==> config.mk <==
export PLATFORM = sky130hd
export DESIGN_NAME = cache_store
export DESIGN_NICKNAME = d
export VERILOG_FILES = /design/src/cache_sys_pkg.sv /design/src/cache_store.sv
export SDC_FILE = /design/constraint.sdc
export NUM_CORES = 2
export LEC_CHECK = 0
export BUFFER_PORTS_ARGS = -buffer_cell sky130_fd_sc_hd__buf_2
export CORE_MARGIN = 2
export CORE_UTILIZATION = 25
export DETAILED_ROUTE_END_ITERATION = 12
export PLACE_DENSITY = 0.37
export RECOVER_POWER = 50
export SLEW_MARGIN = 20
export SYNTH_ARGS = -nofsm -noshare
export SYNTH_HDL_FRONTEND = slang
export SYNTH_SLANG_ARGS = --single-unit
==> constraint.sdc <==
create_clock -name clk -period 2.4 [get_ports clk]
set_input_delay 0.48 -clock clk [delete_from_list [all_inputs] [get_ports clk]]
set_output_delay 0.48 -clock clk [all_outputs]
set_load 0.01 [all_outputs]
==> src/cache_sys_pkg.sv <==
package cache_sys_pkg;

   // front-end word addressing
   localparam int addr_w = 12;
   localparam int data_w = 32;

   // four words per line
   localparam int word_offset_w = 2;
   localparam int nwords = 2 ** word_offset_w;
   localparam int line_w = nwords * data_w;

   // back-end addresses whole lines
   localparam int be_addr_w = addr_w - word_offset_w;

   typedef logic [data_w-1:0] word_t;
   typedef logic [data_w/8-1:0] wstrb_t;
   typedef logic [line_w/8-1:0] line_strb_t;

   // flat for the RAM port, words for word select
   typedef union packed {
      logic [line_w-1:0]      flat;
      word_t [nwords-1:0]     words;
   } line_t;

   // no strobe set means read
   typedef struct packed {
      logic [addr_w-1:0] addr;
      word_t             wdata;
      wstrb_t            wstrb;
   } cpu_req_t;

   // no strobe set means line read
   typedef struct packed {
      logic [be_addr_w-1:0] addr;
      line_t                wdata;
      line_strb_t           wstrb;
   } mem_req_t;

endpackage

==> src/cache_store.sv <==
`timescale 1ns/1ps

module cache_store #(
   parameter int NLINES_W = 4,
   localparam int tag_w = cache_sys_pkg::addr_w - cache_sys_pkg::word_offset_w - NLINES_W
) (
   input  logic                       clk,
   input  logic                       rst_n,

   input  logic [NLINES_W-1:0]        store_index,
   input  logic                       store_rd_en,
   output logic [tag_w-1:0]           rd_tag,
   output logic                       rd_valid,
   output cache_sys_pkg::line_t       rd_line,

   input  logic                       store_wr_en,
   input  cache_sys_pkg::line_t       store_wr_line,
   input  cache_sys_pkg::line_strb_t  store_wr_mask,
   input  logic [tag_w-1:0]           store_wr_tag,
   input  logic                       store_wr_valid
);

   localparam int nlines = 2 ** NLINES_W;

   logic [nlines-1:0]    valid_q;
   logic [tag_w-1:0]     tag_mem [nlines];
   cache_sys_pkg::line_t data_mem [nlines];

   always_ff @(posedge clk) begin
      if (!rst_n) begin
         valid_q  <= '0;
         rd_valid <= 1'b0;
      end else begin
         if (store_wr_en) begin
            valid_q[store_index] <= store_wr_valid;
         end
         if (store_rd_en) begin
            rd_valid <= valid_q[store_index];
         end
      end
   end

   // tag and data arrays
   always_ff @(posedge clk) begin
      if (store_wr_en) begin
         tag_mem[store_index] <= store_wr_tag;
         for (int b = 0; b < cache_sys_pkg::line_w / 8; b++) begin
            if (store_wr_mask[b]) begin
               data_mem[store_index].flat[8*b +: 8] <= store_wr_line.flat[8*b +: 8];
            end
         end
      end
      if (store_rd_en) begin
         rd_tag  <= tag_mem[store_index];
         rd_line <= data_mem[store_index];
      end
   end

endmodule

==> metrics <==
Worst Tran Pin Value 1.51 ns; minimum clock period 2.20 ns; CTS Root Cell clkbuf_16; worst rel slew slack -0.830%; Hold Vio Cnt, Final 0; vias in the first global route 43.4k; initial antenna violation count 88; Routed Antenna Nets 0; post-synthesis sequential area ratio 79.0%; final core utilization 32.0%; placed insts 8,715; Core Box Area 0.346 mm^2; FFs w/ async S/R, synth 0%; final WL 250 mm; Critical Path Start Type input port; worst-path maximum fanout 16; Crit. End Element flop; number of I/O pins 294; failing checks capacitance limit, slew limit; clock transition at the registers of the reported paths 0.06 ns; Synth Area in XOR/XNOR 0%; Cell Rows 216; fin crit share 91.7%; Filler cells 32.9k; Seq cells post-synth 2,295; syn avg cell area 24.9 um^2; largest cells by area after synthesis edfxtp_1, mux4_2, and2_1; area share of fa/ha/maj cells after synthesis 0%; # Max-Cap Violations 1; cell chain of the critical path buf_8 > or3b_1 > clkbuf_1 > nor2_1 > clkbuf_2 > and2_1 > buf_12; number of DRC markers in iteration 0 3,070; height of the die 594 um; Synth Area in Simple Gates 2.10%; GR Overflow Total 0; largest net degree at the start of global routing 92; Slew Limit Fails 21; IO Port Bufs 293; WP data required 2.97 ns; post-synthesis compound-gate area fraction 0.214%; Max Freq 0.454 GHz; clk buf depth 4; post-synthesis mux area share 17.5%; dominant synthesized flop cell edfxtp_1; hpwl dp 159 mm; gr usage total 14.0%; Mapped Area 0.0870 mm^2; 1st-pass router iterations 5; Max H-tree Level 5; slowest cell on the critical path clkbuf_2; leakage 35.1 nW; fin cells 9,358; area leader, netlist edfxtp_1; Peak VDD IR 0.000552 V; vias 40.5k; die area 0.353 mm^2; Resized cells post-CTS 0; RSZ-0062 raised after global routing false; main combinational cell family by area after synthesis multiplexers; Critical Path Max Stage Delay 0.84 ns; Hold Path Class in2reg; top cell type's share of synthesized area 78.6%; number of synthesized flops with an enable pin 2,278; outcome finished, violations left; CP Data Arrival Time 2.77 ns; Netlist cell types 26; total CTS buffers 279; Final Skew 0.0430 ns; Cells after Synth 3,495; Layout area overhead 27.1%; starting density of the core 25.1%; YS warnings 0; Die Wd 594 um; CTS tree built; via density per instance 4.33; layout net count 4,713; power density cells 813 mW/mm^2; DRC Markers 0; Syn Nets 3,654; worst skew pair latency 0.88 ns; first-pass GRT wire length 351 mm; Final Wtd Congestion 0.710; CTS sink cnt 2,295; WS Path Type in2reg; drt wl/cell 26.7 um; share of layout cells above drive strength 1 36.2%; Final setup viols 0
## placed cells by master (no fill, tap or decap), types with 12 or more instances in the layout
cell           netlist  layout
dlygate4sd3_1        0     136
clkbuf_1            76     225
buf_12               0     292
clkinv_1             0      43
clkbuf_2             0      13
clkbuf_16            0     285
mux4_2             672     672
a21boi_0            12      12
nand2_1             15      15
clkinv_2             0      38
diode_2              0      28
o21ai_0             14      14
dfxtp_1             17      17
buf_2               36     154
buf_4               40     213
and2_1             256     254
bufinv_16            0      16
edfxtp_1          2278    2278
## critical path, delay by kind of cell
kind,cells,cell delay (ns)
buf+inv,4,1.25
simple gates,3,0.94
## synth_stat cells (7+ instances only)
cell,instances
buf_6,19
nor2_1,14
clkbuf_1,76
edfxtp_1,2278
dfxtp_1,17
and2_1,256
mux2i_1,7
a21boi_0,12
buf_2,36
nand2_1,15
buf_1,19
o21ai_0,14
mux4_2,672
buf_4,40
## path summary, 6_finish.rpt
kind	cells past startpoint	end	start	slack [ns]
max	7	data_mem[1][109]$_DFFE_PP_	store_index[2]	0.20
min reg2reg	2	valid_q[10]$_SDFFE_PN0P_	valid_q[10]$_SDFFE_PN0P_	0.48
max reg2reg	2	rd_line[77]$_DFFE_PP_	data_mem[3][77]$_DFFE_PP_	0.67
min	2	data_mem[4][17]$_DFFE_PP_	store_wr_mask[2]	0.16
## cells by family (layout without fill, tap and decap cells)
| group | Yosys count | after routing |
|---|---|---|
| compound gates | 29 | 29 |
| other cells | 0 | 28 |
| buf+inv | 191 | 1448 |
| mux | 680 | 680 |
| flops | 2295 | 2295 |
| simple gates | 300 | 300 |
## state kept, by name, summed over array words and instances (netlist names)
register	cells
rd_valid	1
tag_mem	96
data_mem	2048
valid_q	16
rd_line	128
rd_tag	6
## power by group
group	switching [mW]	total [mW]	internal, mW
clock network	16.6	40.1	23.5
logic	2.46	4.62	2.16
registers	0.303	45.1	44.8
total	19.4	89.9	70.5
## repair_timing
item / CTS / global route
hold buffers: 136 / 0
setup buffers: 0 / 0
endpoints found under the hold margin: 2161 / 0
## through the flow
stage          setup slack [ns]  total power, mW  TNS (ns)  hold slack (ns)  instance area [um^2]
2_1_floorplan            0.0756             48.0         0            0.454                 87000
3_3_place_gp             -0.186             50.5    -37.86            0.463                101000
3_5_place_dp             -0.183             50.6    -30.02            0.472                101000
4_1_cts                  0.0982             91.6         0          0.00735                111000
5_1_grt                   0.124             93.1         0            0.147                111000
6_report                  0.198             89.9         0            0.161                111000
## layer usage
metal	routed length (um)	track usage, %	share of wire, %	up-vias
met3	12500	2.67	5.0	384
met5	319	0.0811	0.13	-
li1	-	-	-	17184
met2	117000	22.3	47	979
met4	5620	3.37	2.2	50
met1	114000	19.7	46	21879
## cell type report
cell class | count | area (um^2) | share of cell area, %
timing repair buffer | 968 | 10300 | 9.30
clock inverter | 124 | 1130 | 1.02
antenna | 28 | 70.1 | 0.0633
tap | 4578 | 5730 | 5.18
inverter | 1 | 3.75 | 0.00339
multi-input combinational | 1009 | 17300 | 15.6
sequential | 2295 | 68700 | 62.1
clock buffer | 355 | 7390 | 6.68
Power figures use the tool's default switching activity.
