## config.mk

```make
export PLATFORM = sky130hd
export DESIGN_NAME = cache_ctrl
export DESIGN_NICKNAME = d
export VERILOG_FILES = /design/src/cache_sys_pkg.sv /design/src/cache_ctrl.sv
export SDC_FILE = /design/constraint.sdc
export NUM_CORES = 1
export LEC_CHECK = 0
export ABC_AREA = 0
export BUFFER_PORTS_ARGS = -buffer_cell sky130_fd_sc_hd__buf_2
export CORE_AREA = 2 2 259 261
export DETAILED_ROUTE_END_ITERATION = 12
export DIE_AREA = 0 0 261 263
export GPL_ROUTABILITY_DRIVEN = 0
export SYNTH_ARGS = -nofsm -noshare
export SYNTH_HDL_FRONTEND = slang
export SYNTH_SLANG_ARGS = --single-unit
export TNS_END_PERCENT = 100
```

## constraint.sdc

```tcl
create_clock -name clk -period 1.8 [get_ports clk]
set_clock_uncertainty 0.1 [all_clocks]
set_input_delay 0.18 -clock clk [delete_from_list [all_inputs] [get_ports clk]]
set_output_delay 0.18 -clock clk [all_outputs]
set_load 0.05 [all_outputs]
```

## src/cache_sys_pkg.sv

```systemverilog
package cache_sys_pkg;

   // front-end word addressing
   localparam int addr_w = 12;
   localparam int data_w = 32;

   // four words per line
   localparam int word_offset_w = 2;
   localparam int nwords = 2 ** word_offset_w;
   localparam int line_w = nwords * data_w;

   // back-end addresses whole lines
   localparam int be_addr_w = addr_w - word_offset_w;

   typedef logic [data_w-1:0] word_t;
   typedef logic [data_w/8-1:0] wstrb_t;
   typedef logic [line_w/8-1:0] line_strb_t;

   // flat for the RAM port, words for word select
   typedef union packed {
      logic [line_w-1:0]      flat;
      word_t [nwords-1:0]     words;
   } line_t;

   // no strobe set means read
   typedef struct packed {
      logic [addr_w-1:0] addr;
      word_t             wdata;
      wstrb_t            wstrb;
   } cpu_req_t;

   // no strobe set means line read
   typedef struct packed {
      logic [be_addr_w-1:0] addr;
      line_t                wdata;
      line_strb_t           wstrb;
   } mem_req_t;

endpackage

```

## src/cache_ctrl.sv

```systemverilog
`timescale 1ns/1ps

module cache_ctrl #(
   parameter int NLINES_W = 4,
   localparam int tag_w = cache_sys_pkg::addr_w - cache_sys_pkg::word_offset_w - NLINES_W
) (
   input  logic                       clk,
   input  logic                       rst_n,

   input  logic                       req,
   input  cache_sys_pkg::cpu_req_t    cpu_req,
   output cache_sys_pkg::word_t       rdata,
   output logic                       ack,

   output logic                       mem_valid,
   output cache_sys_pkg::mem_req_t    mem_req,
   input  cache_sys_pkg::line_t       mem_rdata,
   input  logic                       mem_ack,

   output logic [NLINES_W-1:0]        store_index,
   output logic                       store_rd_en,
   input  logic [tag_w-1:0]           rd_tag,
   input  logic                       rd_valid,
   input  cache_sys_pkg::line_t       rd_line,

   output logic                       store_wr_en,
   output cache_sys_pkg::line_t       store_wr_line,
   output cache_sys_pkg::line_strb_t  store_wr_mask,
   output logic [tag_w-1:0]           store_wr_tag,
   output logic                       store_wr_valid
);

   localparam logic [1:0] st_idle     = 2'd0;
   localparam logic [1:0] st_lookup   = 2'd1;
   localparam logic [1:0] st_mem_wait = 2'd2;
   localparam logic [1:0] st_refill   = 2'd3;

   logic [1:0] state_q;
   logic       hit_q;

   logic [cache_sys_pkg::word_offset_w-1:0] offset;
   logic [tag_w-1:0]                        tag;
   logic                                    is_write;
   logic                                    hit;
   cache_sys_pkg::line_t                    wr_line;
   cache_sys_pkg::line_strb_t               line_strb;

   // address split, requester holds cpu_req until ack
   assign offset      = cpu_req.addr[cache_sys_pkg::word_offset_w-1:0];
   assign store_index = cpu_req.addr[cache_sys_pkg::word_offset_w +: NLINES_W];
   assign tag         = cpu_req.addr[cache_sys_pkg::addr_w-1 -: tag_w];
   assign is_write    = |cpu_req.wstrb;

   assign hit = rd_valid && (rd_tag == tag);

   // write word copied to every slot, strobes pick the right one
   assign wr_line.flat = {cache_sys_pkg::nwords{cpu_req.wdata}};
   assign line_strb    = cache_sys_pkg::line_strb_t'(cpu_req.wstrb)
                         << (offset * (cache_sys_pkg::data_w / 8));

   assign mem_req.addr  = cpu_req.addr[cache_sys_pkg::addr_w-1:cache_sys_pkg::word_offset_w];
   assign mem_req.wdata = wr_line;
   assign mem_req.wstrb = line_strb;

   assign store_wr_tag   = tag;
   assign store_wr_valid = 1'b1;

   always_ff @(posedge clk) begin
      if (!rst_n) begin
         state_q   <= st_idle;
         mem_valid <= 1'b0;
         hit_q     <= 1'b0;
      end else begin
         // one-cycle request pulse to the RAM
         mem_valid <= 1'b0;
         case (state_q)
            st_idle: begin
               if (req) begin
                  state_q <= st_lookup;
               end
            end
            st_lookup: begin
               hit_q <= hit;
               if (hit && !is_write) begin
                  state_q <= st_idle;
               end else begin
                  mem_valid <= 1'b1;
                  state_q   <= st_mem_wait;
               end
            end
            st_mem_wait: begin
               if (mem_ack) begin
                  state_q <= is_write ? st_idle : st_refill;
               end
            end
            default: begin
               state_q <= st_idle;
            end
         endcase
      end
   end

   always_comb begin
      store_rd_en   = (state_q == st_idle) && req;
      ack           = 1'b0;
      rdata         = rd_line.words[offset];
      store_wr_en   = 1'b0;
      store_wr_line = wr_line;
      store_wr_mask = line_strb;
      case (state_q)
         st_lookup: begin
            ack = hit && !is_write;
         end
         st_mem_wait: begin
            // write-through done, merge only if the line was present
            if (mem_ack && is_write) begin
               ack         = 1'b1;
               store_wr_en = hit_q;
            end
         end
         st_refill: begin
            // RAM output holds the fetched line until its next access
            ack           = 1'b1;
            rdata         = mem_rdata.words[offset];
            store_wr_en   = 1'b1;
            store_wr_line = mem_rdata;
            store_wr_mask = '1;
         end
         default: begin
            ack = 1'b0;
         end
      endcase
   end

endmodule

```

==> impl_metrics.ini <==
[power_and_ir_drop]
p_sw_mw = 2.66
p_seq_frac = 0.022
intPower_mw = 1.74
p_per_area_mw_per_mm2 = 451
comb_power_share = 0.900
clkPwrFrac = 0.078
sw_frac_of_total = 0.605
p_leak_nw = 5.02
vdd_drop_max_mv = 0.403

[cts]
root_buffer = clkbuf_16
cts_buffer_depth = 2
htree_num_levels = 1
cts_buffers = 3
clkTransAtPathRegs_ns = 0.03
worstSkewPairLatency_ns = 0.22
cts_tree = done
cts_sinks = 4

[synthesis]
synth.area.top_cells = mux4_2 30%, nand2_1 30%, buf_4 24%
syn-num-nets = 1025
yosysUniqueCellTypes = 34
ys_warn_count = 0
syn_inst = 710
syn_area_per_cell_sq_um = 6.70
synth_edf_count = 0
netlist.area_leader.share = 0.303
synthArstFlopShare = 0
ys_seq_area_frac = 0.0168
syn_area_sq_mm = 0.00476
synth_top_flop_cell = dfxtp_1
synth_area_leader_cell = mux4_2
synth-seq-cells = 4

[finish]
utilization = 0.149
nets = 1538
area_growth_pct = 105
final_cells = 2089
final_common_cell = buf_2
drive_gt1_frac = 0.673
layout_common_cells = 480 x buf_2, 358 x nand2_1, 98 x buf_6, 64 x mux4_2, 63 x buf_4

[worst_setup_path]
critPathKind = flip-flop to output pin
path_cells = and2_4, buf_12, buf_6, or2_2, buf_6
ff2ff_path_depth = 5
worst_ep_required_time_ns = 1.52
crit_path_end_kind = output pin
startpoint_type = flip-flop
cp_common_cell = buf_6
cp_slowest_cell = dfxtp_2
cp_max_fo = 12
cp_data_arrival_time_ns = 1.54
max_stage_delay_ns = 0.33

[hold_path]
min_path_type = input pin to flip-flop
holdPathStages = 2

[floorplanning]
die_y_um = 263
ios = 660
die_x_um = 261
die_area_sq_mm = 0.0686
row_count = 94
core-area_sq_mm = 0.0656
floorplan.initialDensity = 0.0725

[global_routing]
antenna_found_initial = 15
grt_max_degree = 37
first_global_vias = 6644
grt_pass1_wl_um = 43700
overflow = 0
grt.total_usage = 0.0871

[placed_design]
hpwl_um = 29500
dp_cells = 2072
portBuffers = 646
dp_slack_ns = -0.0414

[drt]
antenna_left = 0
drt_first_pass_iters = 5
totalWireLength_um = 34900
wl_per_cell_um = 16.7
drcViolationCount = 0
drt-vias-per-instance = 3.41
vias = 7117
drt-initial-drc-count = 313

[timing]
rsz0062_at_grt = yes
fin_crit_sh = 1.01
fmax_mhz = 549
hold_viol = 0
whs_ns = 0.120
finalSetupViolations = 6
fin_crit_ns = 1.82
final.setup.worst_slack_ns = -0.0215
slew_violations = 0

[job]
maxCapViolCount = 0

[run_status]
run_status = finished with violations
violations = setup timing
stage by stage:
| step | instance area, sq um | power, mW | setup TNS [ns] |
|---|---|---|---|
| 2_1_floorplan | 4760 | 2.70 | 0 |
| 3_3_place_gp | 8610 | 3.71 | -0.223 |
| 3_5_place_dp | 8610 | 3.72 | -0.246 |
| 4_1_cts | 9220 | 4.27 | -0.320 |
| 5_1_grt | 9760 | 4.59 | -0.939 |
| 6_report | 9760 | 4.41 | -0.0651 |
cell usage after synthesis (4+ instances only):
master    number
and2_1        10
or2_2         16
buf_6          4
xnor2_1        6
nand2_1      384
clkbuf_1       8
dfxtp_1        4
buf_2         24
mux4_2        64
buf_4        154
buf_1          4
area by class of cell:
class	instances	area, sq um
sequential	4	85.1
fill	7527	55900
multi-input combinational	510	3380
inverter	2	7.51
clock buffer	3	75.1
tap	864	1080
timing repair buffer	702	5120
antenna	4	10.0
critical path: cells and delay by family, from the launching register on:
| family | cells | cell delay, ns |
|---|---|---|
| buffers and inverters | 3 | 0.47 |
| DFF | 1 | 0.33 |
| and+or+nand+nor | 2 | 0.50 |
repair_timing:
| item | CTS | global route |
|---|---|---|
| endpoints found under the setup margin | 141 | 116 |
| buffers inserted | 0 | 4 |
| resized for setup | 180 | 115 |
| hold buffers | 0 | 0 |
| pin swaps | 1 | 2 |
| gates cloned | 1 | 5 |
logic make-up (layout without fill, tap and decap cells):
logic type | Yosys count | count (layout) | share of synthesized area
flops | 4 | 4 | 0.0168
other cells | 1 | 5 | 0.000788
compound gates | 6 | 6 | 0.00894
mux | 65 | 65 | 0.306
simple gates | 432 | 432 | 0.368
xor+xnor | 6 | 6 | 0.0110
buf+inv | 196 | 707 | 0.289
power groups by stage:
stage / combinational, mW / sequential, mW / clock (mW)
after floorplan: 2.60 / 0.0993 / 0
after global placement: 3.61 / 0.0981 / 0
after detailed placement: 3.62 / 0.0982 / 0
after CTS: 3.82 / 0.0977 / 0.354
after global routing: 4.14 / 0.0976 / 0.355
final: 3.96 / 0.0971 / 0.345
flip-flops by register name, indices dropped and copies added (netlist names):
register,cells
mem_valid,1
hit_q,1
state_q,2
layer usage:
layer	GRT usage	routed length [um]	up-vias
met5	0	103	-
met4	0.0263	1030	14
met2	0.157	16500	530
li1	-	-	3201
met3	0.0274	3730	60
met1	0.0969	13500	3312
path summary, 6_finish.rpt:
kind,slack (ns),end,startpoint
setup / recovery,-0.02,store_wr_mask[1],state_q[1]
hold / removal,0.12,hit_q,rst_n
setup reg to reg,0.68,hit_q,state_q[1]
hold reg to reg,0.47,hit_q,hit_q
Power figures use the tool's default switching activity.
